===== src/dsp_defines.svh =====
`ifndef DSP_DEFINES_SVH
`define DSP_DEFINES_SVH

// one signed q1.15 sample, DAC and ADC side
`define SAMPLE_W 16

// raw table or buffer word, two samples side by side
`define IQ_W (2*`SAMPLE_W)

// envelope tables, all read at one shared address
`define ENV_AW 8

// frequency tables
`define FREQ_AW 4

// acquisition buffer, 64 words
`define ACQ_AW 6

// readout-drive elements summed onto dac_rdrv
`define RDRV_ELEMS 2

`endif


===== src/dsp_pkg.sv =====
`default_nettype none

`include "dsp_defines.svh"

package dsp_pkg;

	// one DAC or ADC sample, q1.15
	typedef logic signed [`SAMPLE_W-1:0] sample_t;

	// re in the upper half, im in the lower
	typedef struct packed {
		sample_t re;
		sample_t im;
	} iq_s;

	// freq words read as cos/sin, envelope words as x/y
	typedef union packed {
		logic [`IQ_W-1:0] raw;
		iq_s iq;
	} iq_word_u;

	typedef logic [`ENV_AW-1:0] env_addr_t;
	typedef logic [`FREQ_AW-1:0] freq_addr_t;
	typedef logic [`ACQ_AW-1:0] acq_addr_t;

endpackage

`default_nettype wire


===== src/element_calc.sv =====
`timescale 1ns/1ps
`default_nettype none

`include "dsp_defines.svh"

module element_calc (
	input wire dspif,
	input wire arst_n,
	input wire dsp_pkg::iq_word_u freq,
	input wire dsp_pkg::iq_word_u env,
	input wire dsp_pkg::sample_t amp,
	output dsp_pkg::sample_t x,
	output dsp_pkg::sample_t y
);
	import dsp_pkg::*;

	localparam int FRAC = `SAMPLE_W - 1; // q1.15 fraction bits

	iq_word_u freq_q;
	iq_word_u env_q;
	sample_t amp_d1;
	sample_t amp_d2;
	sample_t p_re;
	sample_t p_im;

	logic signed [`IQ_W-1:0] pp_cx;
	logic signed [`IQ_W-1:0] pp_sy;
	logic signed [`IQ_W-1:0] pp_cy;
	logic signed [`IQ_W-1:0] pp_sx;
	logic signed [`IQ_W-1:0] sc_re;
	logic signed [`IQ_W-1:0] sc_im;

	// stage 1, input registers
	always_ff @(posedge dspif or negedge arst_n) begin
		if (!arst_n) begin
			freq_q <= '0;
			env_q <= '0;
			amp_d1 <= '0;
		end else begin
			freq_q <= freq;
			env_q <= env;
			amp_d1 <= amp;
		end
	end

	// cos/sin from the freq word, x/y from the envelope word
	always_comb begin
		pp_cx = freq_q.iq.re * env_q.iq.re;
		pp_sy = freq_q.iq.im * env_q.iq.im;
		pp_cy = freq_q.iq.re * env_q.iq.im;
		pp_sx = freq_q.iq.im * env_q.iq.re;
	end

	// stage 2, (cos + j sin)(x + j y), each term >>15 then wrap
	always_ff @(posedge dspif or negedge arst_n) begin
		if (!arst_n) begin
			p_re <= '0;
			p_im <= '0;
			amp_d2 <= '0;
		end else begin
			p_re <= pp_cx[FRAC +: `SAMPLE_W] - pp_sy[FRAC +: `SAMPLE_W];
			p_im <= pp_cy[FRAC +: `SAMPLE_W] + pp_sx[FRAC +: `SAMPLE_W];
			amp_d2 <= amp_d1;
		end
	end

	always_comb begin
		sc_re = p_re * amp_d2;
		sc_im = p_im * amp_d2;
	end

	// stage 3, amplitude scaling
	always_ff @(posedge dspif or negedge arst_n) begin
		if (!arst_n) begin
			x <= '0;
			y <= '0;
		end else begin
			x <= sc_re[FRAC +: `SAMPLE_W]; // truncated
			y <= sc_im[FRAC +: `SAMPLE_W];
		end
	end

endmodule

`default_nettype wire


===== config.mk =====
export PLATFORM = sky130hd
export DESIGN_NAME = element_calc
export DESIGN_NICKNAME = d
export VERILOG_FILES = /design/src/dsp_pkg.sv /design/src/element_calc.sv
export VERILOG_INCLUDE_DIRS = /design/src
export SDC_FILE = /design/constraint.sdc
export NUM_CORES = 2
export LEC_CHECK = 0
export BUFFER_PORTS_ARGS = -buffer_cell sky130_fd_sc_hd__clkbuf_2
export CAP_MARGIN = 20
export CORE_AREA = 2 2 369 280
export CTS_BUF_LIST = sky130_fd_sc_hd__clkbuf_8 sky130_fd_sc_hd__clkbuf_16
export DETAILED_ROUTE_END_ITERATION = 10
export DIE_AREA = 0 0 371 282
export HOLD_SLACK_MARGIN = 0.1
export PLACE_DENSITY = 0.76
export SYNTH_ARGS = -nofsm -noshare
export SYNTH_HDL_FRONTEND = slang
export SYNTH_SLANG_ARGS = --single-unit
export TNS_END_PERCENT = 50

===== constraint.sdc =====
create_clock -name dspif -period 22.6 [get_ports dspif]
set_input_delay 3.39 -clock dspif [delete_from_list [all_inputs] [get_ports dspif]]
set_output_delay 3.39 -clock dspif [all_outputs]
set_load 0.02 [all_outputs]

# [After elaboration in Yosys (flattened, before gate mapping)]
# Index checks and enable logic that the tools add are counted.
[word_totals] wordCells=16 ff_bits=160 out_inout_bits=32
[op_classes] n_mul=6 add_sub_neg=2
[op_table] cell="multiplier 16 x 16 -> 31 bit" count=6
[op_table] cell="adder 16 bit" count=1
[op_table] cell="subtractor 16 bit" count=1

# [Longest topological paths before layout]
[logic_depth] word_depth=2 mapped_depth=36 ltp_nobuf=34

# [Least setup slack after synthesis]
# No wires, ideal clock.
[synth_path] kind="register to register" startpoint="reg freq_q[1] (netlist name)" endpoint="reg p_re[15]" setup_ns=0.134 setup_slack_ns=14.729 period_less_slack_ns=7.871 arrival_time_ns=7.738 stages_incl_launch_ff=34 cell_sequence="dfrtp_1 clkbuf_1 clkbuf_1 nand2_1 fa_1 fa_1 inv_1 ha_1 fa_1 ha_1 inv_1 fa_1 inv_1 ha_1 a21o_1 a2111oi_0 o211ai_1 a21o_1 a21o_1 a21o_1 a21oi_1 o21bai_1 xnor2_1 ha_1 nor2b_1 o21ai_0 a21boi_0 o21ai_0 o21ai_0 a41o_1 o211a_1 a31o_2 a31oi_1 xnor3_1"
[synth_between] elab_chain_cells=2
[synth_lines] element="start, declared" line="element_calc.sv:19" text="iq_word_u freq_q;"
[synth_lines] element="start signal, assigned" line="element_calc.sv:40" text="freq_q <= freq;"
[synth_lines] element="multiplier 16 x 16 -> 31 bit" line="element_calc.sv:49" text="pp_sy = freq_q.iq.im * env_q.iq.im;"
[synth_lines] element="subtractor 16 bit" line="element_calc.sv:61" text="p_re <= pp_cx[FRAC +: `SAMPLE_W] - pp_sy[FRAC +: `SAMPLE_W];"
[synth_lines] element="end signal, assigned" line="element_calc.sv:61"
[synth_lines] element="end, declared" line="element_calc.sv:23" text="sample_t p_re;"
# Every way passes these cells.

# [Final worst setup path]
[layout_path] startpoint="reg env_q[31] (netlist name)" endpoint="reg p_re[15]"
[layout_between] elab_chain_cells=2
[layout_lines] element="start, declared" line="element_calc.sv:20" text="iq_word_u env_q;"
[layout_lines] element="start signal, assigned" line="element_calc.sv:41" text="env_q <= env;"
[layout_lines] element="multiplier 16 x 16 -> 31 bit" line="element_calc.sv:48" text="pp_cx = freq_q.iq.re * env_q.iq.re;"
[layout_lines] element="subtractor 16 bit" line="element_calc.sv:61"
# Every way passes these cells.

==> PnR_summary.wiki <==
{| class="wikitable"
! Metric !! Value
|-
| Area used by multi-input combinational logic || 0.0488 mm²
|-
| Vias per inst || 5.39
|-
| Top post-synthesis cells by area || sky130_fd_sc_hd__fa_1 (51%), sky130_fd_sc_hd__inv_1 (11%), sky130_fd_sc_hd__ha_1 (10%)
|-
| Critical path startpoint category || register
|-
| Number of DRC violations after detailed-routing iteration 0 || 2884
|-
| # nets final || 8390
|-
| Number of enable flip-flop cells after synthesis || 0
|-
| Global-route usage over all layers || 29.4%
|-
| Largest stage delay on the critical path || 1010 ps
|-
| Last weighted congestion value of the routability-driven placer || 1.00
|-
| Worst Hold Class || reg2reg
|-
| Flip-flop and latch count after synthesis || 160
|-
| CTS buffer count || 17
|-
| Total clock sinks || 160
|-
| Overall die height || 282 µm
|-
| Cell with the most instances after synthesis || sky130_fd_sc_hd__inv_1
|-
| Reg-to-reg setup timing slack || 13520 ps
|-
| Sequential cell area fraction in the yosys report || 6.65%
|-
| Share of the clock period used by the worst path after layout || 40.2%
|-
| Setup bufs post-CTS || 0
|-
| Arr. time, crit path || 9500 ps
|-
| Worst setup path category || reg2reg
|-
| Required time at the endpoint of the critical path || 23020 ps
|-
| Via count of the routed design || 41200
|-
| Post-CTS Hold Fix Bufs || 0
|-
| Cell area after synthesis || 0.0602 mm²
|-
| Slowest cell on crit path || sky130_fd_sc_hd__dfrtp_1
|-
| Routed wirelength normalized by instance count || 18.8 µm
|-
| N_diodes || 0
|-
| Total congestion overflow after global routing || 0
|-
| Clock H-tree levels || 4
|-
| Yosys top cell by area || sky130_fd_sc_hd__fa_1
|-
| Register Area || 0.00401 mm²
|-
| Worst Reg-to-Reg Cells || 28
|-
| Initial cell density of the core || 59.8%
|-
| Area of the core || 0.101 mm²
|-
| Total Wirelength || 144000 µm
|-
| Largest net degree at the start of global routing || 59
|-
| Reg-to-reg critical path endpoint || p_re[15]
|-
| Most frequent cells after synthesis || sky130_fd_sc_hd__inv_1 (1704), sky130_fd_sc_hd__fa_1 (1532), sky130_fd_sc_hd__nand2_1 (814)
|-
| Clock period minus final worst setup slack || 9080 ps
|-
| Buffer cell driving the clock tree root || sky130_fd_sc_hd__clkbuf_16
|-
| Post-route setup TNS || 0 ps
|-
| Row cnt || 101
|-
| Max Fanout on Critical Path || 20
|-
| Worst Hold End || amp_d2[12]
|-
| RSZ-0062 raised after global routing || no
|-
| Wire length of the first global-routing pass || 239000 µm
|-
| Detailed placer's ending HPWL || 113000 µm
|-
| # port buffers || 113
|-
| Die outline area || 0.105 mm²
|-
| Cells resized by post-CTS repair || 0
|-
| Leading register cell type out of synthesis || sky130_fd_sc_hd__dfrtp_1
|-
| Synthesized area per cell || 9.49 µm²
|-
| Source of the worst register-to-register timing path || env_q[31]
|-
| Pin slew with the least headroom to its limit || 1030 ps
|-
| Outcome || finished clean
|-
| Asr flop ratio synth || 100%
|-
| Count of final hold-check violations || 0
|-
| Number of fillers in the final layout || 8208
|-
| Synthesized netlist cell count || 6341
|-
| Relative slew margins || 29.7%
|-
| Number of DRC violations after detailed routing || 0
|-
| Clock Latency Late Sink || 560 ps
|-
| Most used cell, CP || sky130_fd_sc_hd__fa_1
|-
| Total count of max-transition violations in the final report || 0
|-
| Width of the chip || 371 µm
|-
| Max_cap viols || 0
|-
| Setup Viol. Count Final || 0
|-
| Launch point of the worst hold path || amp_d1[12]
|-
| Number of warnings printed during yosys synthesis || 0
|-
| Achievable frequency || 0.110 GHz
|-
| Clock skew || 22.1 ps
|-
| Antenna violations before repair || 0
|-
| Number of global-route vias before repair || 45400
|-
| Number of instances on the worst hold path || 0
|-
| Signed area change from the synthesized netlist to the final layout || 4.19%
|-
| IO Pins || 114
|-
| Maximum number of buffers from clock root to sink || 2
|-
| Clock tree from TritonCTS || done
|-
| Clock slew at reported path FFs || 90 ps
|-
| Fraction of layout instances using a drive strength above 1 || 4.03%
|-
| Proportion of netlist area held by the largest area contributor || 50.9%
|-
| DRT antenna net count || 0
|-
| Post-synthesis net count || 8447
|-
| Number of different library cells in the post-synthesis netlist || 66
|-
| Pre-antenna DRT Iters || 6
|-
| Critical Path End Type || register
|}
## state kept, by name, summed over array words and instances (netlist names)
signal	count
amp_d1	16
amp_d2	16
env_q	32
freq_q	32
p_im	16
p_re	16
x	16
y	16
## worst max-delay path by stage
stage                          from  slack [ps]  cells after the start        to
final                     env_q[31]       13520                     28  p_re[15]
after global routing      env_q[31]       13220                     28  p_re[15]
after CTS                 env_q[31]       13670                     28  p_re[15]
after detailed placement  env_q[31]       13700                     28  p_re[15]
after global placement    env_q[31]       13930                     28  p_re[15]
after floorplan           freq_q[1]       14730                     33  p_re[15]
## logic make-up (layout without fill, tap and decap cells)
family                     Yosys count  count (layout)  synth area share (%)
AOI/OAI and AO/OA                  256             256                  2.93
xor gates and xnor gates           180             180                  2.66
buffers and inverters             1978            1934                  12.3
adders and majority gates         2024            2024                  61.2
DFF                                160             160                  6.65
and+or+nand+nor                   1743            1743                  14.2
## final cells by class
class                      count  area share (%)
clock buffer                  17           0.678
tap                         1339            2.67
multi-input combinational   4203            77.8
timing repair buffer         196            1.97
clock inverter                15           0.325
inverter                    1706            10.2
sequential                   160            6.39
## layer usage
| layer | global-route usage (%) | part of all wire (%) | vias up |
|---|---|---|---|
| li1 | - | - | 18000 |
| met1 | 41.7 | 42 | 21300 |
| met2 | 46.6 | 46 | 1626 |
| met3 | 5.50 | 8.5 | 254 |
| met4 | 8.54 | 3.0 | 0 |
| met5 | 0 | 0 | - |
## stage by stage
stage	utilization, %	std cells	hold WS (ps)	setup WS (ps)	instance area [µm²]
3_5_place_dp	61.6	7602	335	13700	62000
5_1_grt	62.3	7636	362	13220	62700
2_1_floorplan	-	6341	331	14730	60200
3_3_place_gp	61.6	7602	334	13930	62000
4_1_cts	62.2	7634	353	13670	62700
6_report	62.3	7636	348	13520	62700
## cell usage in the layout (no fill, tap or decap), types with 4 or more instances in the layout
cell                        Yosys  layout
sky130_fd_sc_hd__a2111oi_0      6       6
sky130_fd_sc_hd__nor2b_1       18      18
sky130_fd_sc_hd__clkinv_8       0       7
sky130_fd_sc_hd__nor2_1       109     109
sky130_fd_sc_hd__o21bai_1      10      10
sky130_fd_sc_hd__clkbuf_2       0     112
sky130_fd_sc_hd__and4_1         6       6
sky130_fd_sc_hd__o211ai_1       5       5
sky130_fd_sc_hd__nand4_1       10      10
sky130_fd_sc_hd__xnor2_1      139     139
sky130_fd_sc_hd__dfrtp_1      160     157
sky130_fd_sc_hd__o21ai_0       43      43
sky130_fd_sc_hd__a31oi_1        4       4
sky130_fd_sc_hd__or2_2          8       8
sky130_fd_sc_hd__a21boi_0       7       7
sky130_fd_sc_hd__fa_1        1532    1532
sky130_fd_sc_hd__buf_4          0      81
sky130_fd_sc_hd__nand2_1      814     814
sky130_fd_sc_hd__a211oi_1       5       5
sky130_fd_sc_hd__inv_1       1704    1704
sky130_fd_sc_hd__and2_1       659     659
sky130_fd_sc_hd__nand2b_1      64      64
sky130_fd_sc_hd__a31o_2         5       5
sky130_fd_sc_hd__o21a_1        18      18
sky130_fd_sc_hd__ha_1         492     492
sky130_fd_sc_hd__a21oi_1       66      66
sky130_fd_sc_hd__xor2_1        39      39
sky130_fd_sc_hd__a21o_1        40      40
sky130_fd_sc_hd__nand3_1       15      15
sky130_fd_sc_hd__nor3_1        19      19
sky130_fd_sc_hd__or3_1          5       5
sky130_fd_sc_hd__clkbuf_16      0      17
sky130_fd_sc_hd__and3_1         8       8
## worst max-delay path: cells and delay by family, from the launching register on
family                   cells  cell delay [ps]
adder cells (fa/ha/maj)      8             3590
flip-flops                   1             1010
XOR/XNOR                     2              700
AO/OA/AOI/OAI                9             2150
buffers and inverters        4              540
AND/OR/NAND/NOR              5              940
Power is left out: the tool's default activity adds up to more than one toggle a clock period on the data nets, which glitch-free logic cannot reach.
