## src/dsp_defines.svh

```systemverilog
`ifndef DSP_DEFINES_SVH
`define DSP_DEFINES_SVH

// one signed q1.15 sample, DAC and ADC side
`define SAMPLE_W 16

// raw table or buffer word, two samples side by side
`define IQ_W (2*`SAMPLE_W)

// envelope tables, all read at one shared address
`define ENV_AW 8

// frequency tables
`define FREQ_AW 4

// acquisition buffer, 64 words
`define ACQ_AW 6

// readout-drive elements summed onto dac_rdrv
`define RDRV_ELEMS 2

`endif

```

## src/dsp_pkg.sv

```systemverilog
`default_nettype none

`include "dsp_defines.svh"

package dsp_pkg;

	// one DAC or ADC sample, q1.15
	typedef logic signed [`SAMPLE_W-1:0] sample_t;

	// re in the upper half, im in the lower
	typedef struct packed {
		sample_t re;
		sample_t im;
	} iq_s;

	// freq words read as cos/sin, envelope words as x/y
	typedef union packed {
		logic [`IQ_W-1:0] raw;
		iq_s iq;
	} iq_word_u;

	typedef logic [`ENV_AW-1:0] env_addr_t;
	typedef logic [`FREQ_AW-1:0] freq_addr_t;
	typedef logic [`ACQ_AW-1:0] acq_addr_t;

endpackage

`default_nettype wire

```

## src/dac_combiner.sv

```systemverilog
`timescale 1ns/1ps
`default_nettype none

`include "dsp_defines.svh"

module dac_combiner (
	input wire dspif,
	input wire arst_n,
	input wire dsp_pkg::sample_t qdrv_x,
	input wire dsp_pkg::sample_t rdrv_x [`RDRV_ELEMS],
	output dsp_pkg::sample_t dac_qdrv,
	output dsp_pkg::sample_t dac_rdrv
);
	import dsp_pkg::*;

	sample_t rdrv_acc;
	sample_t rdrv_sum;
	sample_t qdrv_d;

	// plain 16-bit adds, overflow wraps
	always_comb begin
		rdrv_acc = '0;
		for (int i = 0; i < `RDRV_ELEMS; i++) begin
			rdrv_acc = rdrv_acc + rdrv_x[i];
		end
	end

	// tree register, qdrv delayed alongside
	always_ff @(posedge dspif or negedge arst_n) begin
		if (!arst_n) begin
			rdrv_sum <= '0;
			qdrv_d <= '0;
		end else begin
			rdrv_sum <= rdrv_acc;
			qdrv_d <= qdrv_x;
		end
	end

	// DAC port registers
	always_ff @(posedge dspif or negedge arst_n) begin
		if (!arst_n) begin
			dac_qdrv <= '0;
			dac_rdrv <= '0;
		end else begin
			dac_qdrv <= qdrv_d;
			dac_rdrv <= rdrv_sum;
		end
	end

endmodule

`default_nettype wire

```

## config.mk

```make
export PLATFORM = sky130hd
export DESIGN_NAME = dac_combiner
export DESIGN_NICKNAME = d
export VERILOG_FILES = /design/src/dsp_pkg.sv /design/src/dac_combiner.sv
export VERILOG_INCLUDE_DIRS = /design/src
export SDC_FILE = /design/constraint.sdc
export NUM_CORES = 1
export LEC_CHECK = 0
export BUFFER_PORTS_ARGS = -buffer_cell sky130_fd_sc_hd__buf_2
export CAP_MARGIN = 20
export CORE_UTILIZATION = 44
export DETAILED_ROUTE_END_ITERATION = 6
export GPL_TIMING_DRIVEN = 0
export PLACE_DENSITY = 0.75
export SKIP_CTS_REPAIR_TIMING = 1
export SYNTH_ARGS = -nofsm -noshare
export SYNTH_HDL_FRONTEND = slang
export SYNTH_SLANG_ARGS = --single-unit
export TNS_END_PERCENT = 30
```

## constraint.sdc

```tcl
create_clock -name dspif -period 0.8 [get_ports dspif]
set_input_delay 0.08 -clock dspif [delete_from_list [all_inputs] [get_ports dspif]]
set_output_delay 0.08 -clock dspif [all_outputs]
set_load 0.01 [all_outputs]
```

== Word-level counts from Yosys, hierarchy flattened ==
Cells that the tools add are included.
Storage, ports and cells
  flip-flop bits (word level): 64
  bits of input ports: 50
Cells by class
  add/sub/neg operators: 1
Operator list (count)
  $add A16 B16 Y16: 1

== Logic depth before layout (Yosys ltp) ==
Gate-level depths: netlist (run 1).
  word-level depth: 1
  mapped depth: 7
  mapped depth without buffers: 7

== Least setup slack after synthesis (run 1) ==
OpenSTA, ideal clock, no wires.
  path kind: input -> register
  from: in rdrv_x[0] in the netlist's numbering
  to: reg rdrv_sum[10]
  setup time: 137 ps
  arrival time: 1708 ps
  setup slack: -1045 ps
  stages: 7
  buffers on the path: 0
  cell sequence: ha_1 -> fa_1 -> a21o_2 -> a311oi_2 -> o21ai_0 -> a311oi_1 -> nor3_1
Between the ends
  longest elaborated chain between the ends: 1
Ends and longest elaborated chain
  start, declared: line dac_combiner.sv:10  | input wire dsp_pkg::sample_t rdrv_x [`RDRV_ELEMS],
  $add A16 B16 Y16: line dac_combiner.sv:24  | rdrv_acc = rdrv_acc + rdrv_x[i];
  via rdrv_acc[10]: line dac_combiner.sv:16  | sample_t rdrv_acc;
  end signal, assigned: line dac_combiner.sv:34  | rdrv_sum <= rdrv_acc;
  end, declared: line dac_combiner.sv:17  | sample_t rdrv_sum;
The timed path passes the listed nets, and every way through them passes these cells.

== Final worst setup path (run 1) ==
Same ends and word-level chain as after synthesis.

==> results.yml, run 1 <==
status:
  status: "complete, but fails checks"
  violations: "negative hold slack, negative setup slack"
global_routing:
  grt-busiest-layer: "met2"
  gr-usage-all-layers: 0.155
  grt_max_degree: 41
  met3_usage: 0.0509
  grt_pass1_wl_um: 6110
  gr-usage-met2: 0.259
  grt_pass1_vias: 1388
  antenna_found_initial: 0
  grt_overflow: 0
  grtUsageMet1: 0.171
synth:
  yosys_warnings: 0
  synthTopCellsByArea: "dfrtp_1 (69%), ha_1 (8.1%), xnor2_1 (3.8%), a21oi_1 (3.7%), xor2_1 (1.9%)"
  synth_async_sr_flop_share: 1.00
  synth_cells: 162
  ys_seq_elements: 64
  ys_types: 28
  synth_top_area_cell: "dfrtp_1"
  synth_area_sq_mm: 0.00233
  synth_nets: 228
  yosys.area.top_type_share: 0.689
  synth_edf_count: 0
  ys_seq_area_frac: 0.689
  syn-mean-instance-area_sq_um: 14.4
  synth_flop_cell: "dfrtp_1"
detailed_routing:
  viasPerCell: 4.81
  vias: 1692
  drt_first_pass_iters: 4
  drt_iter0_drc: 65
  wl_per_cell_um: 13.9
  drcViolationCount: 0
  final_antenna_net_count: 0
  wl_um: 4910
finish:
  final_common_cell: "buf_2"
  syn2layout_area_growth_pct: 59.8
  layout_common_cells: "buf_2 (69), dfrtp_1 (64), dlygate4sd3_1 (17)"
  fin_nets: 343
  insertedDiodeCount: 0
  layout-drive-gt1-share: 0.539
cts:
  cts.sinks: 64
  clock_path_buffers: 2
  clkTransAtPathRegs_ns: 0.06
  clockRootBuffer: "clkbuf_8"
  cts-buffers-inserted: 9
  htree_num_levels: 3
  cts_tree: "built"
  clk_latency_ns: 0.32
pwr:
  power_frac_seq: 0.461
  total_leakage_power_nw: 1.65
  pwr-share-clk: 0.329
  p_sw_frac: 0.248
  comb_power_share: 0.210
  switchingPower_mw: 2.01
  intPower_mw: 6.12
  vdd_drop_max_mv: 0.984
  p_per_area_mw_per_mm2: 2190
timing:
  tns_ns: -7.40
  max_slew_margin: 0.425
  period_needed_ns: 1.61
  slew_viol_final: 0
  min_period_over_period: 2.02
  finalHoldViolCount: 39
  worst_pin_slew_ns: 0.863
  rsz0062_at_grt: "yes"
  hold-worst-slack_ns: -0.124
  setup_violations: 43
  finalClockSkew_ns: 0.00321
  fin_ws_ns: -0.815
  clock.fmax_ghz: 0.619
hold_path:
  hold_path_class: "input pin to asynchronous set/reset pin"
worst_setup_path:
  path_max_fanout: 3
  rr_startpoint: "qdrv_d[0]"
  reg2regPathDepth: 0
  r2r_slack_ns: 0.30
  r2r-end: "dac_qdrv[0]"
  worstSetupPathType: "input pin to register"
  required_ns: 0.97
  cp-start-kind: "input pin"
  end_kind: "register"
  worstPathArrival_ns: 1.78
floorplan:
  die_h_um: 74.7
  die_x_um: 74.7
  initial_utilization: 0.455
  io_pins: 82
  core_sq_mm: 0.00511
  rows: 26
  die-area_sq_mm: 0.00558
placed_design:
  io_buffers: 81
  place.gp.congestion: 0.765
  dp_hpwl_um: 2880
  dp_slack_ns: -1.12
job:
  maxCapViolations: 0
## worst max path at each step
stage | start | to
after floorplan | rdrv_x[0] | rdrv_sum[10]
after global placement | rdrv_x[0] | rdrv_sum[12]
after detailed placement | rdrv_x[0] | rdrv_sum[12]
after CTS | rdrv_x[0] | rdrv_sum[10]
after global routing | rdrv_x[0] | rdrv_sum[10]
final | rdrv_x[0] | rdrv_sum[10]
## per-stage QoR
stage / instance area, sq um / total power, mW / cells / utilization
global placement: 2840 / 4.90 / 313 / 0.556
finish: 3720 / 8.13 / 352 / 0.728
detailed placement: 2870 / 4.95 / 314 / 0.561
global route: 3720 / 8.57 / 352 / 0.728
floorplan: 2350 / 4.41 / 162 / -
CTS: 3070 / 7.67 / 330 / 0.600
## cell type report
cell class | count | area (sq um)
multi-input combinational | 95 | 1100
fill | 329 | 1390
clock buffer | 13 | 159
clock inverter | 3 | 40.0
sequential | 64 | 1600
inverter | 3 | 11.3
timing repair buffer | 104 | 719
tap | 70 | 87.6
## power by group through the flow
stage | clock network (mW) | registers [mW] | logic (mW)
CTS | 2.76 | 3.74 | 1.16
floorplan | 0 | 3.91 | 0.507
finish | 2.68 | 3.75 | 1.70
global route | 2.93 | 3.79 | 1.85
global placement | 0 | 3.78 | 1.11
detailed placement | 0 | 3.80 | 1.15
## critical path, cell delays in order
cell	delay, ns
buf_6	0.10
ha_4	0.15
fa_2	0.36
a21o_4	0.25
a311oi_4	0.30
o21ai_2	0.13
a311oi_1	0.31
nor3_1	0.11
## cells in the mapped netlist, types with 2 or more instances
cell       n
o211ai_1   3
a21o_1     2
xor2_1     5
nor2_1     2
nand3_1    4
ha_1      15
nand2_1    9
dfrtp_1   64
a21oi_1   17
o21ai_0    8
nor3_1     3
xnor2_1   10
o21bai_1   2
inv_1      3
nor2b_1    2
## per-layer routing
metal  vias up  share of wire
li1        809              -
met1       802           0.39
met2        74           0.54
met3         7          0.053
met4         0          0.015
met5         -              0
## cells by family (layout without fill, tap and decap cells)
logic type      Yosys count  count (layout)  synth area share
xor+xnor                 15              15            0.0565
simple gates             23              23            0.0468
flops                    64              64             0.689
fa+ha+maj                16              16            0.0893
mux                       1               1           0.00430
buf+inv                   3             123           0.00484
compound gates           40              40             0.110
## flip-flops by register name (all words and copies together), names as in the netlist
register	flops
dac_rdrv	16
rdrv_sum	16
qdrv_d	16
dac_qdrv	16
Power figures use the tool's default switching activity.
==> run 2, diff against run 1 <==
--- a/config.mk
+++ b/config.mk
@@ -8,6 +8,7 @@
 export LEC_CHECK = 0
 export BUFFER_PORTS_ARGS = -buffer_cell sky130_fd_sc_hd__buf_2
 export CAP_MARGIN = 20
+export CORE_ASPECT_RATIO = 1.5
 export CORE_UTILIZATION = 44
 export DETAILED_ROUTE_END_ITERATION = 6
 export GPL_TIMING_DRIVEN = 0
==> constraint.sdc (replaced) <==
create_clock -name dspif -period 0.8 [get_ports dspif]
set_input_delay 0.16 -clock dspif [delete_from_list [all_inputs] [get_ports dspif]]
set_output_delay 0.16 -clock dspif [all_outputs]
set_load 0.005 [all_outputs]
==> run 2 against run 1 <==
The run still ends with negative hold slack, negative setup slack left. Final cell count is 1.1% higher. Design area is 1.8% lower. First-iteration DRC count is 29% higher. Non-clock buffer count is 7 higher. Global-route usage is 0.72 points lower. Worst setup slack worse by 0.086 ns. Sequential power hardly changed. Clock power is 16% lower. Maximum frequency is 5.0% lower. Via count is 2.1% higher. Die area is 0.12% higher. Worst hold slack worse by 0.076 ns. Largest cell class unchanged. Largest power group unchanged. Highest routed layer unchanged.
==> results.yml, run 2 (synthesis gave the netlist of run 1 again) <==
finish:
  syn2layout_area_growth_pct: 57.0
  fin_cells: 356
  insertedDiodeCount: 0
  final_common_cell: "buf_2"
  final_area_sq_mm: 0.00365
  utilization: 0.712
  fin_nets: 350
  layout_common_cells: "buf_2 (75), dfrtp_1 (64), dlygate4sd3_1 (16)"
  layout-drive-gt1-share: 0.528
timing:
  min_period_over_period: 2.13
  finalClockSkew_ns: 0.00761
  worst_pin_slew_ns: 0.523
  setup_violations: 45
  fin_ws_ns: -0.900
  clock.fmax_ghz: 0.588
  max_slew_margin: 0.648
  rsz0062_at_grt: "yes"
  hold-worst-slack_ns: -0.200
  period_needed_ns: 1.70
  tns_ns: -10.48
  slew_viol_final: 0
  finalHoldViolCount: 19
pwr:
  total_power_mw: 7.57
  vdd_drop_max_mv: 0.926
  total_leakage_power_nw: 1.64
  p_per_area_mw_per_mm2: 2070
worst_setup_path:
  r2r_slack_ns: 0.31
  worstSetupPathType: "input pin to register"
  required_ns: 0.96
  rr_startpoint: "qdrv_d[7]"
  cp-start-kind: "input pin"
  worstPathArrival_ns: 1.86
  path_max_fanout: 3
  reg2regPathDepth: 0
  r2r-end: "dac_qdrv[7]"
  end_kind: "register"
floorplan:
  die_h_um: 91.1
  initial_utilization: 0.454
  io_pins: 82
  rows: 32
  die_x_um: 61.4
  die-area_sq_mm: 0.00559
  core_sq_mm: 0.00512
job:
  maxCapViolations: 0
cts:
  cts.sinks: 64
  clockRootBuffer: "clkbuf_8"
  clock_path_buffers: 2
  htree_num_levels: 3
  cts_tree: "built"
  clkTransAtPathRegs_ns: 0.06
  cts-buffers-inserted: 9
  clk_latency_ns: 0.31
detailed_routing:
  wl_met1_um: 1830
  drcViolationCount: 0
  wl_um: 5010
  met3_wirelength_um: 251
  top_layer_used: "met4"
  final_antenna_net_count: 0
  viasPerCell: 4.85
  wl_met2_um: 2880
  drt_iter0_drc: 84
  vias: 1728
  wl_per_cell_um: 14.1
  drt_first_pass_iters: 6
global_routing:
  gr-usage-all-layers: 0.148
  grt_max_degree: 46
  grt_pass1_wl_um: 6090
  grt_overflow: 0
  antenna_found_initial: 0
  grt_pass1_vias: 1532
status:
  status: "complete, but fails checks"
  violations: "negative hold slack, negative setup slack"
placed_design:
  place.gp.congestion: 0.804
  dpl.cell_count: 312
  dp_slack_ns: -1.23
  dp_hpwl_um: 3030
  place_area_sq_mm: 0.00286
  io_buffers: 81
hold_path:
  hold_path_class: "input pin to asynchronous set/reset pin"
## run 2: cell types whose count changed in the layout (fill, tap and decap cells not counted), sizes merged
cell / previous run / this run
buf: 87 / 95
dlygate4sd3: 17 / 16
bufinv: 1 / 0
clkinv: 2 / 0
clkbuf: 13 / 15
## run 2: layout make-up
class / count / area, sq um
Clock buffer: 15 / 166
Fill cell: 327 / 1470
Inverter: 3 / 11.3
Multi-Input combinational cell: 95 / 1060
Sequential cell: 64 / 1600
Tap cell: 68 / 85.1
Timing Repair Buffer: 111 / 724
## run 2: report_power, final
group / internal, mW / switching (mW)
clock network: 1.28 / 0.976
registers: 3.65 / 0.107
logic: 0.814 / 0.738
## run 2: how the worst max path moves through the flow
stage / from / endpoint / depth (start not counted)
2_1_floorplan: rdrv_x[0] / rdrv_sum[10] / 7
3_3_place_gp: rdrv_x[0] / rdrv_sum[12] / 8
3_5_place_dp: rdrv_x[0] / rdrv_sum[10] / 8
4_1_cts: rdrv_x[0] / rdrv_sum[12] / 8
5_1_grt: rdrv_x[0] / rdrv_sum[10] / 8
6_report: rdrv_x[0] / rdrv_sum[10] / 8
## run 2: metal layers
metal / GRT usage / vias up
met5: 0 / -
met4: 0.0963 / 0
met3: 0.0527 / 4
met2: 0.246 / 60
met1: 0.146 / 847
li1: - / 817
## run 2: worst max-delay path: stages
cell and delay [ns]:
buf_6 0.10, ha_4 0.15, fa_2 0.35, a21o_4 0.24, a311oi_4 0.32, o21ai_1 0.17
a311oi_1 0.28, nor3_1 0.08
