### src/dsp_defines.svh
`ifndef DSP_DEFINES_SVH
`define DSP_DEFINES_SVH

// one signed q1.15 sample, DAC and ADC side
`define SAMPLE_W 16

// raw table or buffer word, two samples side by side
`define IQ_W (2*`SAMPLE_W)

// envelope tables, all read at one shared address
`define ENV_AW 8

// frequency tables
`define FREQ_AW 4

// acquisition buffer, 64 words
`define ACQ_AW 6

// readout-drive elements summed onto dac_rdrv
`define RDRV_ELEMS 2

`endif

### src/dsp_pkg.sv
`default_nettype none

`include "dsp_defines.svh"

package dsp_pkg;

	// one DAC or ADC sample, q1.15
	typedef logic signed [`SAMPLE_W-1:0] sample_t;

	// re in the upper half, im in the lower
	typedef struct packed {
		sample_t re;
		sample_t im;
	} iq_s;

	// freq words read as cos/sin, envelope words as x/y
	typedef union packed {
		logic [`IQ_W-1:0] raw;
		iq_s iq;
	} iq_word_u;

	typedef logic [`ENV_AW-1:0] env_addr_t;
	typedef logic [`FREQ_AW-1:0] freq_addr_t;
	typedef logic [`ACQ_AW-1:0] acq_addr_t;

endpackage

`default_nettype wire

### src/acq_capture.sv
`timescale 1ns/1ps
`default_nettype none

`include "dsp_defines.svh"

module acq_capture (
	input wire dspif,
	input wire arst_n,
	input wire acq_restart,
	input wire dsp_pkg::sample_t adc,
	input wire dsp_pkg::sample_t loopback,
	output dsp_pkg::acq_addr_t acq_addr,
	output logic acq_we,
	output dsp_pkg::iq_word_u acq_data
);
	import dsp_pkg::*;

	logic [1:0] restart_d;
	logic clr;
	sample_t adc_d;

	assign clr = restart_d[1]; // strobe two edges late

	always_ff @(posedge dspif or negedge arst_n) begin
		if (!arst_n) begin
			restart_d <= '0;
		end else begin
			restart_d <= {restart_d[0], acq_restart};
		end
	end

	// fill from 0, write the last word once, then lock
	always_ff @(posedge dspif or negedge arst_n) begin
		if (!arst_n) begin
			acq_addr <= '0;
			acq_we <= 1'b0;
		end else if (clr) begin
			acq_addr <= '0;
			acq_we <= 1'b1;
		end else if (acq_we) begin
			if (&acq_addr) begin
				acq_we <= 1'b0; // locked at all-ones
			end else begin
				acq_addr <= acq_addr + 1'b1;
			end
		end
	end

	// adc two cycles back in re, loopback one cycle back in im
	always_ff @(posedge dspif or negedge arst_n) begin
		if (!arst_n) begin
			adc_d <= '0;
			acq_data.raw <= '0;
		end else begin
			adc_d <= adc;
			acq_data.raw <= {adc_d, loopback};
		end
	end

	a_we_low_on_hold: assert property (@(posedge dspif) disable iff (!arst_n)
		$stable(acq_addr) && $past($stable(acq_addr)) && !$past(clr) |-> !acq_we);

	// only a restart may leave all-ones
	a_no_wrap: assert property (@(posedge dspif) disable iff (!arst_n)
		&$past(acq_addr) && !$past(clr) |-> &acq_addr);

endmodule

`default_nettype wire

### config.mk
export PLATFORM = sky130hd
export DESIGN_NAME = acq_capture
export DESIGN_NICKNAME = d
export VERILOG_FILES = /design/src/dsp_pkg.sv /design/src/acq_capture.sv
export VERILOG_INCLUDE_DIRS = /design/src
export SDC_FILE = /design/constraint.sdc
export NUM_CORES = 1
export LEC_CHECK = 0
export BUFFER_PORTS_ARGS = -buffer_cell sky130_fd_sc_hd__buf_2
export CAP_MARGIN = 25
export CORE_AREA = 2 2 68 70
export CTS_CLUSTER_DIAMETER = 50
export DETAILED_ROUTE_END_ITERATION = 16
export DIE_AREA = 0 0 70 72
export PLACE_DENSITY = 0.64
export SLEW_MARGIN = 20
export SYNTH_ARGS = -nofsm -noshare
export SYNTH_HDL_FRONTEND = slang
export SYNTH_SLANG_ARGS = --single-unit
export TNS_END_PERCENT = 1
### constraint.sdc
create_clock -name dspif -period 1.8 [get_ports dspif]
set_input_delay 0.09 -clock dspif [delete_from_list [all_inputs] [get_ports dspif]]
set_output_delay 0.09 -clock dspif [all_outputs]
set_load 0.02 [all_outputs]
; After elaboration in Yosys (flattened, before gate mapping)
; Cells that the tools add are included.
[totals]
rom_bits = 0
latch_bits = 0
regBits = 57
out_inout_bits = 39
inputBits = 35
n_memories = 0
elab_cells = 16
ramBits = 0
[op_classes]
muxes = 6
addsub = 1
multipliers = 0
div_mod_pow = 0
shifts = 0
bitwise = 0
n_reduce_logical = 3
magnitude_cmp = 0
eq_ne = 1
[ops]
columns = cell, count
row1 = 6-bit 2-to-1 mux, 3
row2 = "6-bit by 1-bit adder with 6-bit output, second input constant", 1
row3 = 6-bit AND reduction, 1
row4 = 1-bit 2-to-1 mux, 3
row5 = "2-bit inequality test, second input constant", 1
row6 = 2-bit AND reduction, 1
row7 = 2-bit nonzero test, 1

; Logic depth before layout (Yosys ltp)
; Gate-level depths: netlist of the first run.
[depth]
depth_word = 4
mapped_depth = 4
depth_no_buf = 4

; Least setup slack after synthesis of the first run
; OpenSTA, ideal clock, no wires.
[synth_path]
kind = reg2reg
start = register acq_addr[0]
end = register acq_addr[0]
slack_ns = 0.298
t_arrival_ns = 1.433
t_required_ns = 1.731
path_stages_with_launch = 5
path_cell_list = dfrtp_1 -> ha_1 -> nand2_1 -> or4b_1 -> nand3_1
[synth_via]
elab_chain_len = 4
elab_cells_between_ends = 7
[synth_rtl]
columns = element, line
row1 = start: declaration, acq_capture.sv:12  ; output dsp_pkg::acq_addr_t acq_addr,
row2 = start signal: assignment, acq_capture.sv:44  ; acq_addr <= acq_addr + 1'b1;
row3 = 6-bit by 1-bit adder with 6-bit output, acq_capture.sv:44
row4 = 6-bit 2-to-1 mux, acq_capture.sv:41  ; if (&acq_addr) begin
row5 = 6-bit 2-to-1 mux, acq_capture.sv:40  ; end else if (acq_we) begin
row6 = 6-bit 2-to-1 mux, acq_capture.sv:37  ; end else if (clr) begin
; Several ways; a longest one is shown, not always the timed one. The select of a mux whose other input is x is not followed.
; A chain may end at the register's enable or synchronous reset.

; Final worst setup path of the first run
; Ends and elaborated chain as after synthesis.

==> results of run 1 <==
==> worst max-delay path by stage <==
stage                  endpoint  slack, ns  depth (start not counted)
finish              acq_addr[0]       0.23                          4
global route        acq_addr[0]       0.12                          4
CTS                 acq_addr[0]       0.24                          4
detailed placement  acq_addr[0]       0.26                          4
global placement    acq_addr[1]       0.39                          4
floorplan           acq_addr[0]       0.30                          4
==> cell families after synthesis <==
kind of cell,Yosys count,share of synthesized area (%)
fa+ha+maj,1,0.756
buf+inv,2,0.454
flops,57,86.2
compound gates,10,4.23
simple gates,21,8.39
==> cell usage after synthesis <==
cell	count	area (um^2)
nand3_4	1	17.5
a21oi_1	2	10.0
o21ai_0	1	5.00
nor3_1	2	10.0
nor3b_1	2	15.0
and2_2	1	7.51
nor2b_1	1	6.26
ha_1	1	12.5
a211oi_1	2	15.0
a31oi_1	2	12.5
and4_1	1	8.76
or4b_1	2	20.0
nand2_1	2	7.51
and2_1	1	6.26
nand2b_1	1	6.26
clkbuf_1	2	7.51
nand3_1	4	20.0
and3_1	1	6.26
a41oi_1	1	8.76
dfrtp_1	57	1430
nor2_1	2	7.51
a311oi_1	1	8.76
o211a_1	1	10.0
==> sequential cells by signal, indices dropped and copies added (netlist names) <==
register   count
adc_d         16
acq_we         1
acq_data      32
restart_d      2
acq_addr       6
==> critical path, stage by stage, from the launching register on <==
cell	delay (ns)
dfrtp_1	0.42
ha_1	0.24
nand2_1	0.17
or4b_1	0.56
nand3_1	0.11
==> final cells by class <==
type	instances	area, um^2
flip-flops and latches	57	1430
well taps	52	65.1
clock buffers	12	155
repair buffers	108	713
fillers	337	1580
clock inverters	4	98.8
multi-input cells	32	221
==> per-layer routing <==
layer,vias up,global-route usage [%],wire (um)
met1,559,19.8,1440
met5,-,0,0
met3,8,9.58,384
met2,60,27.5,1810
li1,549,-,-
met4,0,7.05,68
==> power by group <==
part	internal [uW]	switching (uW)	leakage (uW)
clock network	998	491	0.000127
logic	161	188	0.000506
registers	1360	53.0	0.000670
total	2520	732	0.00130
==> per-stage QoR <==
stage / std cells / area, um^2
6_report: 265 / 2680
5_1_grt: 265 / 2680
2_1_floorplan: 91 / 1660
3_3_place_gp: 215 / 2090
4_1_cts: 265 / 2680
3_5_place_dp: 215 / 2090
==> what timing repair did <==
item                                   4_1_cts  5_1_grt
setup endpoints to repair                    0        0
hold buffers                                34        0
endpoints found under the hold margin       90        0
buffers inserted                             0        0
resized for setup                            0        0
==> qor.yml, run 1 <==
status:
  outcome: "complete, no violations"
clock_network:
  cts_tree: "done"
  clk_latency_ns: 0.33
  h-tree-depth: 3
  ctsLongestPathBuffers: 2
  clockRootBuffer: "clkbuf_8"
  cts_sinks: 57
  numCtsBuffers: 9
  clkSlewWorstSetupHoldPaths_ns: 0.06
worst_setup_path:
  cp-start-kind: "flip-flop"
  r2r_start: "acq_addr[0]"
  cp-end-kind: "flip-flop"
  r2r_cells: 4
  crit_fanout: 8
  critPathRequiredTime_ns: 2.06
  path_class: "flip-flop to flip-flop"
  crit_start: "acq_addr[0]"
  rrSetupSlack_ns: 0.23
  arrival_ns: 1.83
  rr_endpoint: "acq_addr[0]"
cells_and_area:
  layout_common_cells: "buf_2 (73), dfrtp_1 (57), dlygate4sd3_1 (34)"
  layout-drive-gt1-share_pct: 42.7
  syn_to_final_growth_pct: 61.9
  final_common_cell: "buf_2"
  final_util_pct: 62.9
  nets: 244
  diodes: 0
floorplan:
  core-area_mm2: 0.00426
  start_util_pct: 38.8
  num_rows: 24
  die_w_um: 70
  io_pins: 74
  dieHeight_um: 72
  die-area_mm2: 0.00504
sta:
  worst_slew_pin_slew_ns: 0.686
  finalClockSkew_ns: 0.00572
  max_freq_ghz: 0.635
  fin_crit_ns: 1.57
  relSlewSlack_pct: 54.3
  whs_ns: 0.347
  setup-tns-final_ns: 0
  hold_viol: 0
  drv_slew: 0
  setup_viol: 0
  setup_ws_ns: 0.226
  rsz0062_at_grt: "no"
  min_period_over_period_pct: 87.5
hold_path:
  hold_path_end: "acq_data[29]"
  hp-class: "flip-flop to flip-flop"
  whs_path_depth: 0
  hold_start: "adc_d[13]"
logic_synthesis:
  ys_ff_latch: 57
  syn_area_mm2: 0.00166
  yosys_warnings: 0
  ys_seq_area_share_pct: 86.2
  synthCells: 91
  syn_area_per_cell_um2: 18.2
  synth_cell_types: 23
  synth_nets: 127
grt:
  grt_pass1_vias: 1352
  grt-ovfl-total: 0
  antenna_found_initial: 0
  grt_max_degree: 58
  grtUsageTotal_pct: 17.4
  grt_pass1_wl_um: 6390
run:
  drv_cap: 0
route:
  drcViolationCount: 0
  ant_nets: 0
  drt_first_pass_iters: 4
  wl_um: 3700
  vias_per_cell: 4.44
  wl_per_cell_um: 14.0
  drt_iter0_markers: 88
  routed-via-count: 1176
placed_design:
  port_buffers: 73
  dp_hpwl_um: 2130
  pre_cts_slack_ns: 0.257
  globalplace.congestion: 0.747
power:
  irDropWorstVdd_v: 0.000902
  finalPower_uw: 3250
  p_leak_uw: 0.00130
  power_density_mw_per_mm2: 1210
Note: power is estimated with default switching activity, not from simulation.
==> run 2: changes to the inputs <==
Settings changed: PLACE_DENSITY 0.64 to 0.75.
==> run 2 against run 1 <==
Effect of this change:
- clock power is 25% lower
- die area did not move
- flip-flop and latch count unchanged
- critical path depth did not move
- worst setup slack improved by 0.046 ns
- critical endpoint unchanged
==> qor.yml, run 2 (synthesis gave the netlist of run 1 again) <==
clock_network:
  clockRootBuffer: "clkbuf_8"
  cts_sinks: 57  # unchanged
  cts_tree: "done"
  h-tree-depth: 3  # unchanged
  post_cts_resized: 0  # unchanged
  clkSlewWorstSetupHoldPaths_ns: 0.06  # about the same
  clk_latency_ns: 0.32  # about the same
  post_cts_buffers: 0  # unchanged
  ctsLongestPathBuffers: 2  # unchanged
  numCtsBuffers: 9  # unchanged
worst_setup_path:
  rrSetupSlack_ns: 0.27  # +0.05 ns
  arrival_ns: 1.78  # -0.05 ns
  crit_start: "acq_addr[0]"
  r2r_cells: 4  # unchanged
  critPathRequiredTime_ns: 2.05  # about the same
  crit_end: "acq_addr[0]"
  cp-end-kind: "flip-flop"
  crit_fanout: 8  # unchanged
  rr_endpoint: "acq_addr[0]"
  path_class: "flip-flop to flip-flop"
  r2r_start: "acq_addr[0]"
  cp-start-kind: "flip-flop"
sta:
  setup_ws_ns: 0.272  # +0.0465 ns
  setup-tns-final_ns: 0  # unchanged
  setup_viol: 0  # unchanged
  hold_viol: 0  # unchanged
  fin_crit_ns: 1.53  # -0.0465 ns
  worst_slew_pin_slew_ns: 0.601  # -0.0853 ns
  finalClockSkew_ns: 0.00679  # +0.00107 ns
  rsz0062_at_grt: "no"
  min_period_over_period_pct: 84.9  # -2.6 points
  drv_slew: 0  # unchanged
  relSlewSlack_pct: 59.9  # +5.7 points
  max_freq_ghz: 0.654  # +3.0%
placed_design:
  port_buffers: 73  # unchanged
  place_inst: 215  # unchanged
  dp_hpwl_um: 2060  # -3.4%
  globalplace.congestion: 0.690  # -7.6%
  pre_cts_slack_ns: 0.307  # +0.0503 ns
cells_and_area:
  final_util_pct: 61.5  # -1.4 points
  finalNonFillerCells: 263  # -0.75%
  reg_top3: "acq_data: 32 flops, adc_d: 16 flops, acq_addr: 6 flops"
  fillers: 309  # -8.3%
  final_common_cell: "buf_2"
  nets: 244  # unchanged
  top_register: "acq_data"
  diodes: 0  # unchanged
  syn_to_final_growth_pct: 58.4
  layout-drive-gt1-share_pct: 42.7  # -0.069 points
  layout_common_cells: "buf_2 (73), dfrtp_1 (57), dlygate4sd3_1 (34)"
  largest_reg_flops: 32  # unchanged
status:
  outcome: "complete, no violations"
power:
  p_leak_uw: 0.00128  # -1.9%
  power_frac_seq_pct: 49.1  # +5.6 points
  intPower_uw: 2180  # -14%
  p_comb_share_pct: 12.1  # +1.4 points
  clockPowerShare_pct: 38.8  # -7.0 points
  switching_share_pct: 24.3  # +1.8 points
  power_switching_uw: 701  # -4.2%
  power_density_mw_per_mm2: 1100  # -9.5%
  irDropWorstVdd_v: 0.000703  # -22%
hold_path:
  hp-class: "input pin to asynchronous set/reset pin"
floorplan:
  io_pins: 74  # unchanged
  die_w_um: 70  # unchanged
  core-area_mm2: 0.00426  # unchanged
  dieHeight_um: 72  # unchanged
  start_util_pct: 38.8  # unchanged
  die-area_mm2: 0.00504  # unchanged
  num_rows: 24  # unchanged
route:
  drt_iter0_markers: 94  # +6.8%
  drt_first_pass_iters: 4  # unchanged
  routed-via-count: 1174  # -0.17%
  ant_nets: 0  # unchanged
  vias_per_cell: 4.46  # +0.59%
  wl_um: 3810  # +2.9%
  drcViolationCount: 0  # unchanged
  wl_per_cell_um: 14.5  # +3.7%
grt:
  grt-ovfl-total: 0  # unchanged
  antenna_found_initial: 0  # unchanged
  grt_pass1_vias: 1220  # -9.8%
  grtUsageTotal_pct: 16.9  # -0.50 points
  grt_max_degree: 32  # -45%
  grt_pass1_wl_um: 6200  # -2.9%
run:
  drv_cap: 0  # unchanged
## run 2: cell count changes in the layout (fill, tap and decap cells not counted)
cell / before / now
bufinv_16: 3 / 1
buf_12: 0 / 1
clkbuf_8: 11 / 10
clkinv_2: 0 / 3
clkinv_4: 1 / 0
clkbuf_1: 1 / 0
buf_4: 1 / 0
## run 2: final cells by class
class | instances | area (um^2) | share of cell area (%)
Clock buffer | 10 | 138 | 5.25
Multi-Input combinational cell | 32 | 221 | 8.45
Sequential cell | 57 | 1430 | 54.4
Tap cell | 52 | 65.1 | 2.48
Timing Repair Buffer | 108 | 726 | 27.7
Clock inverter | 4 | 45.0 | 1.72
## run 2: layer usage
layer / up-vias / GRT usage, % / part of all wire [%]
met5: - / 0 / 0
met4: 0 / 6.41 / 0.97
met3: 4 / 10.1 / 11
met2: 61 / 25.9 / 49
met1: 561 / 19.6 / 39
li1: 548 / - / -
## run 2: metrics by stage
stage	area, um^2	hold slack (ns)	power (uW)
global placement	2100	0.117	1720
global route	2620	0.354	3020
detailed placement	2100	0.126	1730
floorplan	1660	-0.206	1580
CTS	2620	0.307	2900
finish	2620	0.333	2880
## run 2: repair_timing
item	CTS	global route
hold buffers	34	0
endpoints found under the setup margin	0	0
endpoints found under the hold margin	59	0
## run 2: worst min-delay path by stage
| stage | end | slack, ns |
|---|---|---|
| 4_1_cts | acq_data[31] | 0.31 |
| 3_5_place_dp | acq_data[12] | 0.13 |
| 6_report | acq_data[8] | 0.33 |
| 3_3_place_gp | adc_d[0] | 0.12 |
| 2_1_floorplan | acq_addr[0] | -0.21 |
| 5_1_grt | acq_data[21] | 0.35 |
## run 2: critical path, stage by stage (launching register included)
cell	delay, ns
dfrtp_1	0.42
ha_1	0.22
nand2_1	0.18
or4b_1	0.55
nand3_1	0.09
## run 2: power by group through the flow
stage          Combinational (uW)  Clock (uW)  Sequential, uW
2_1_floorplan                75.0           0            1500
3_3_place_gp                  288           0            1430
3_5_place_dp                  293           0            1430
4_1_cts                       349        1140            1410
5_1_grt                       383        1210            1430
6_report                      350        1120            1410
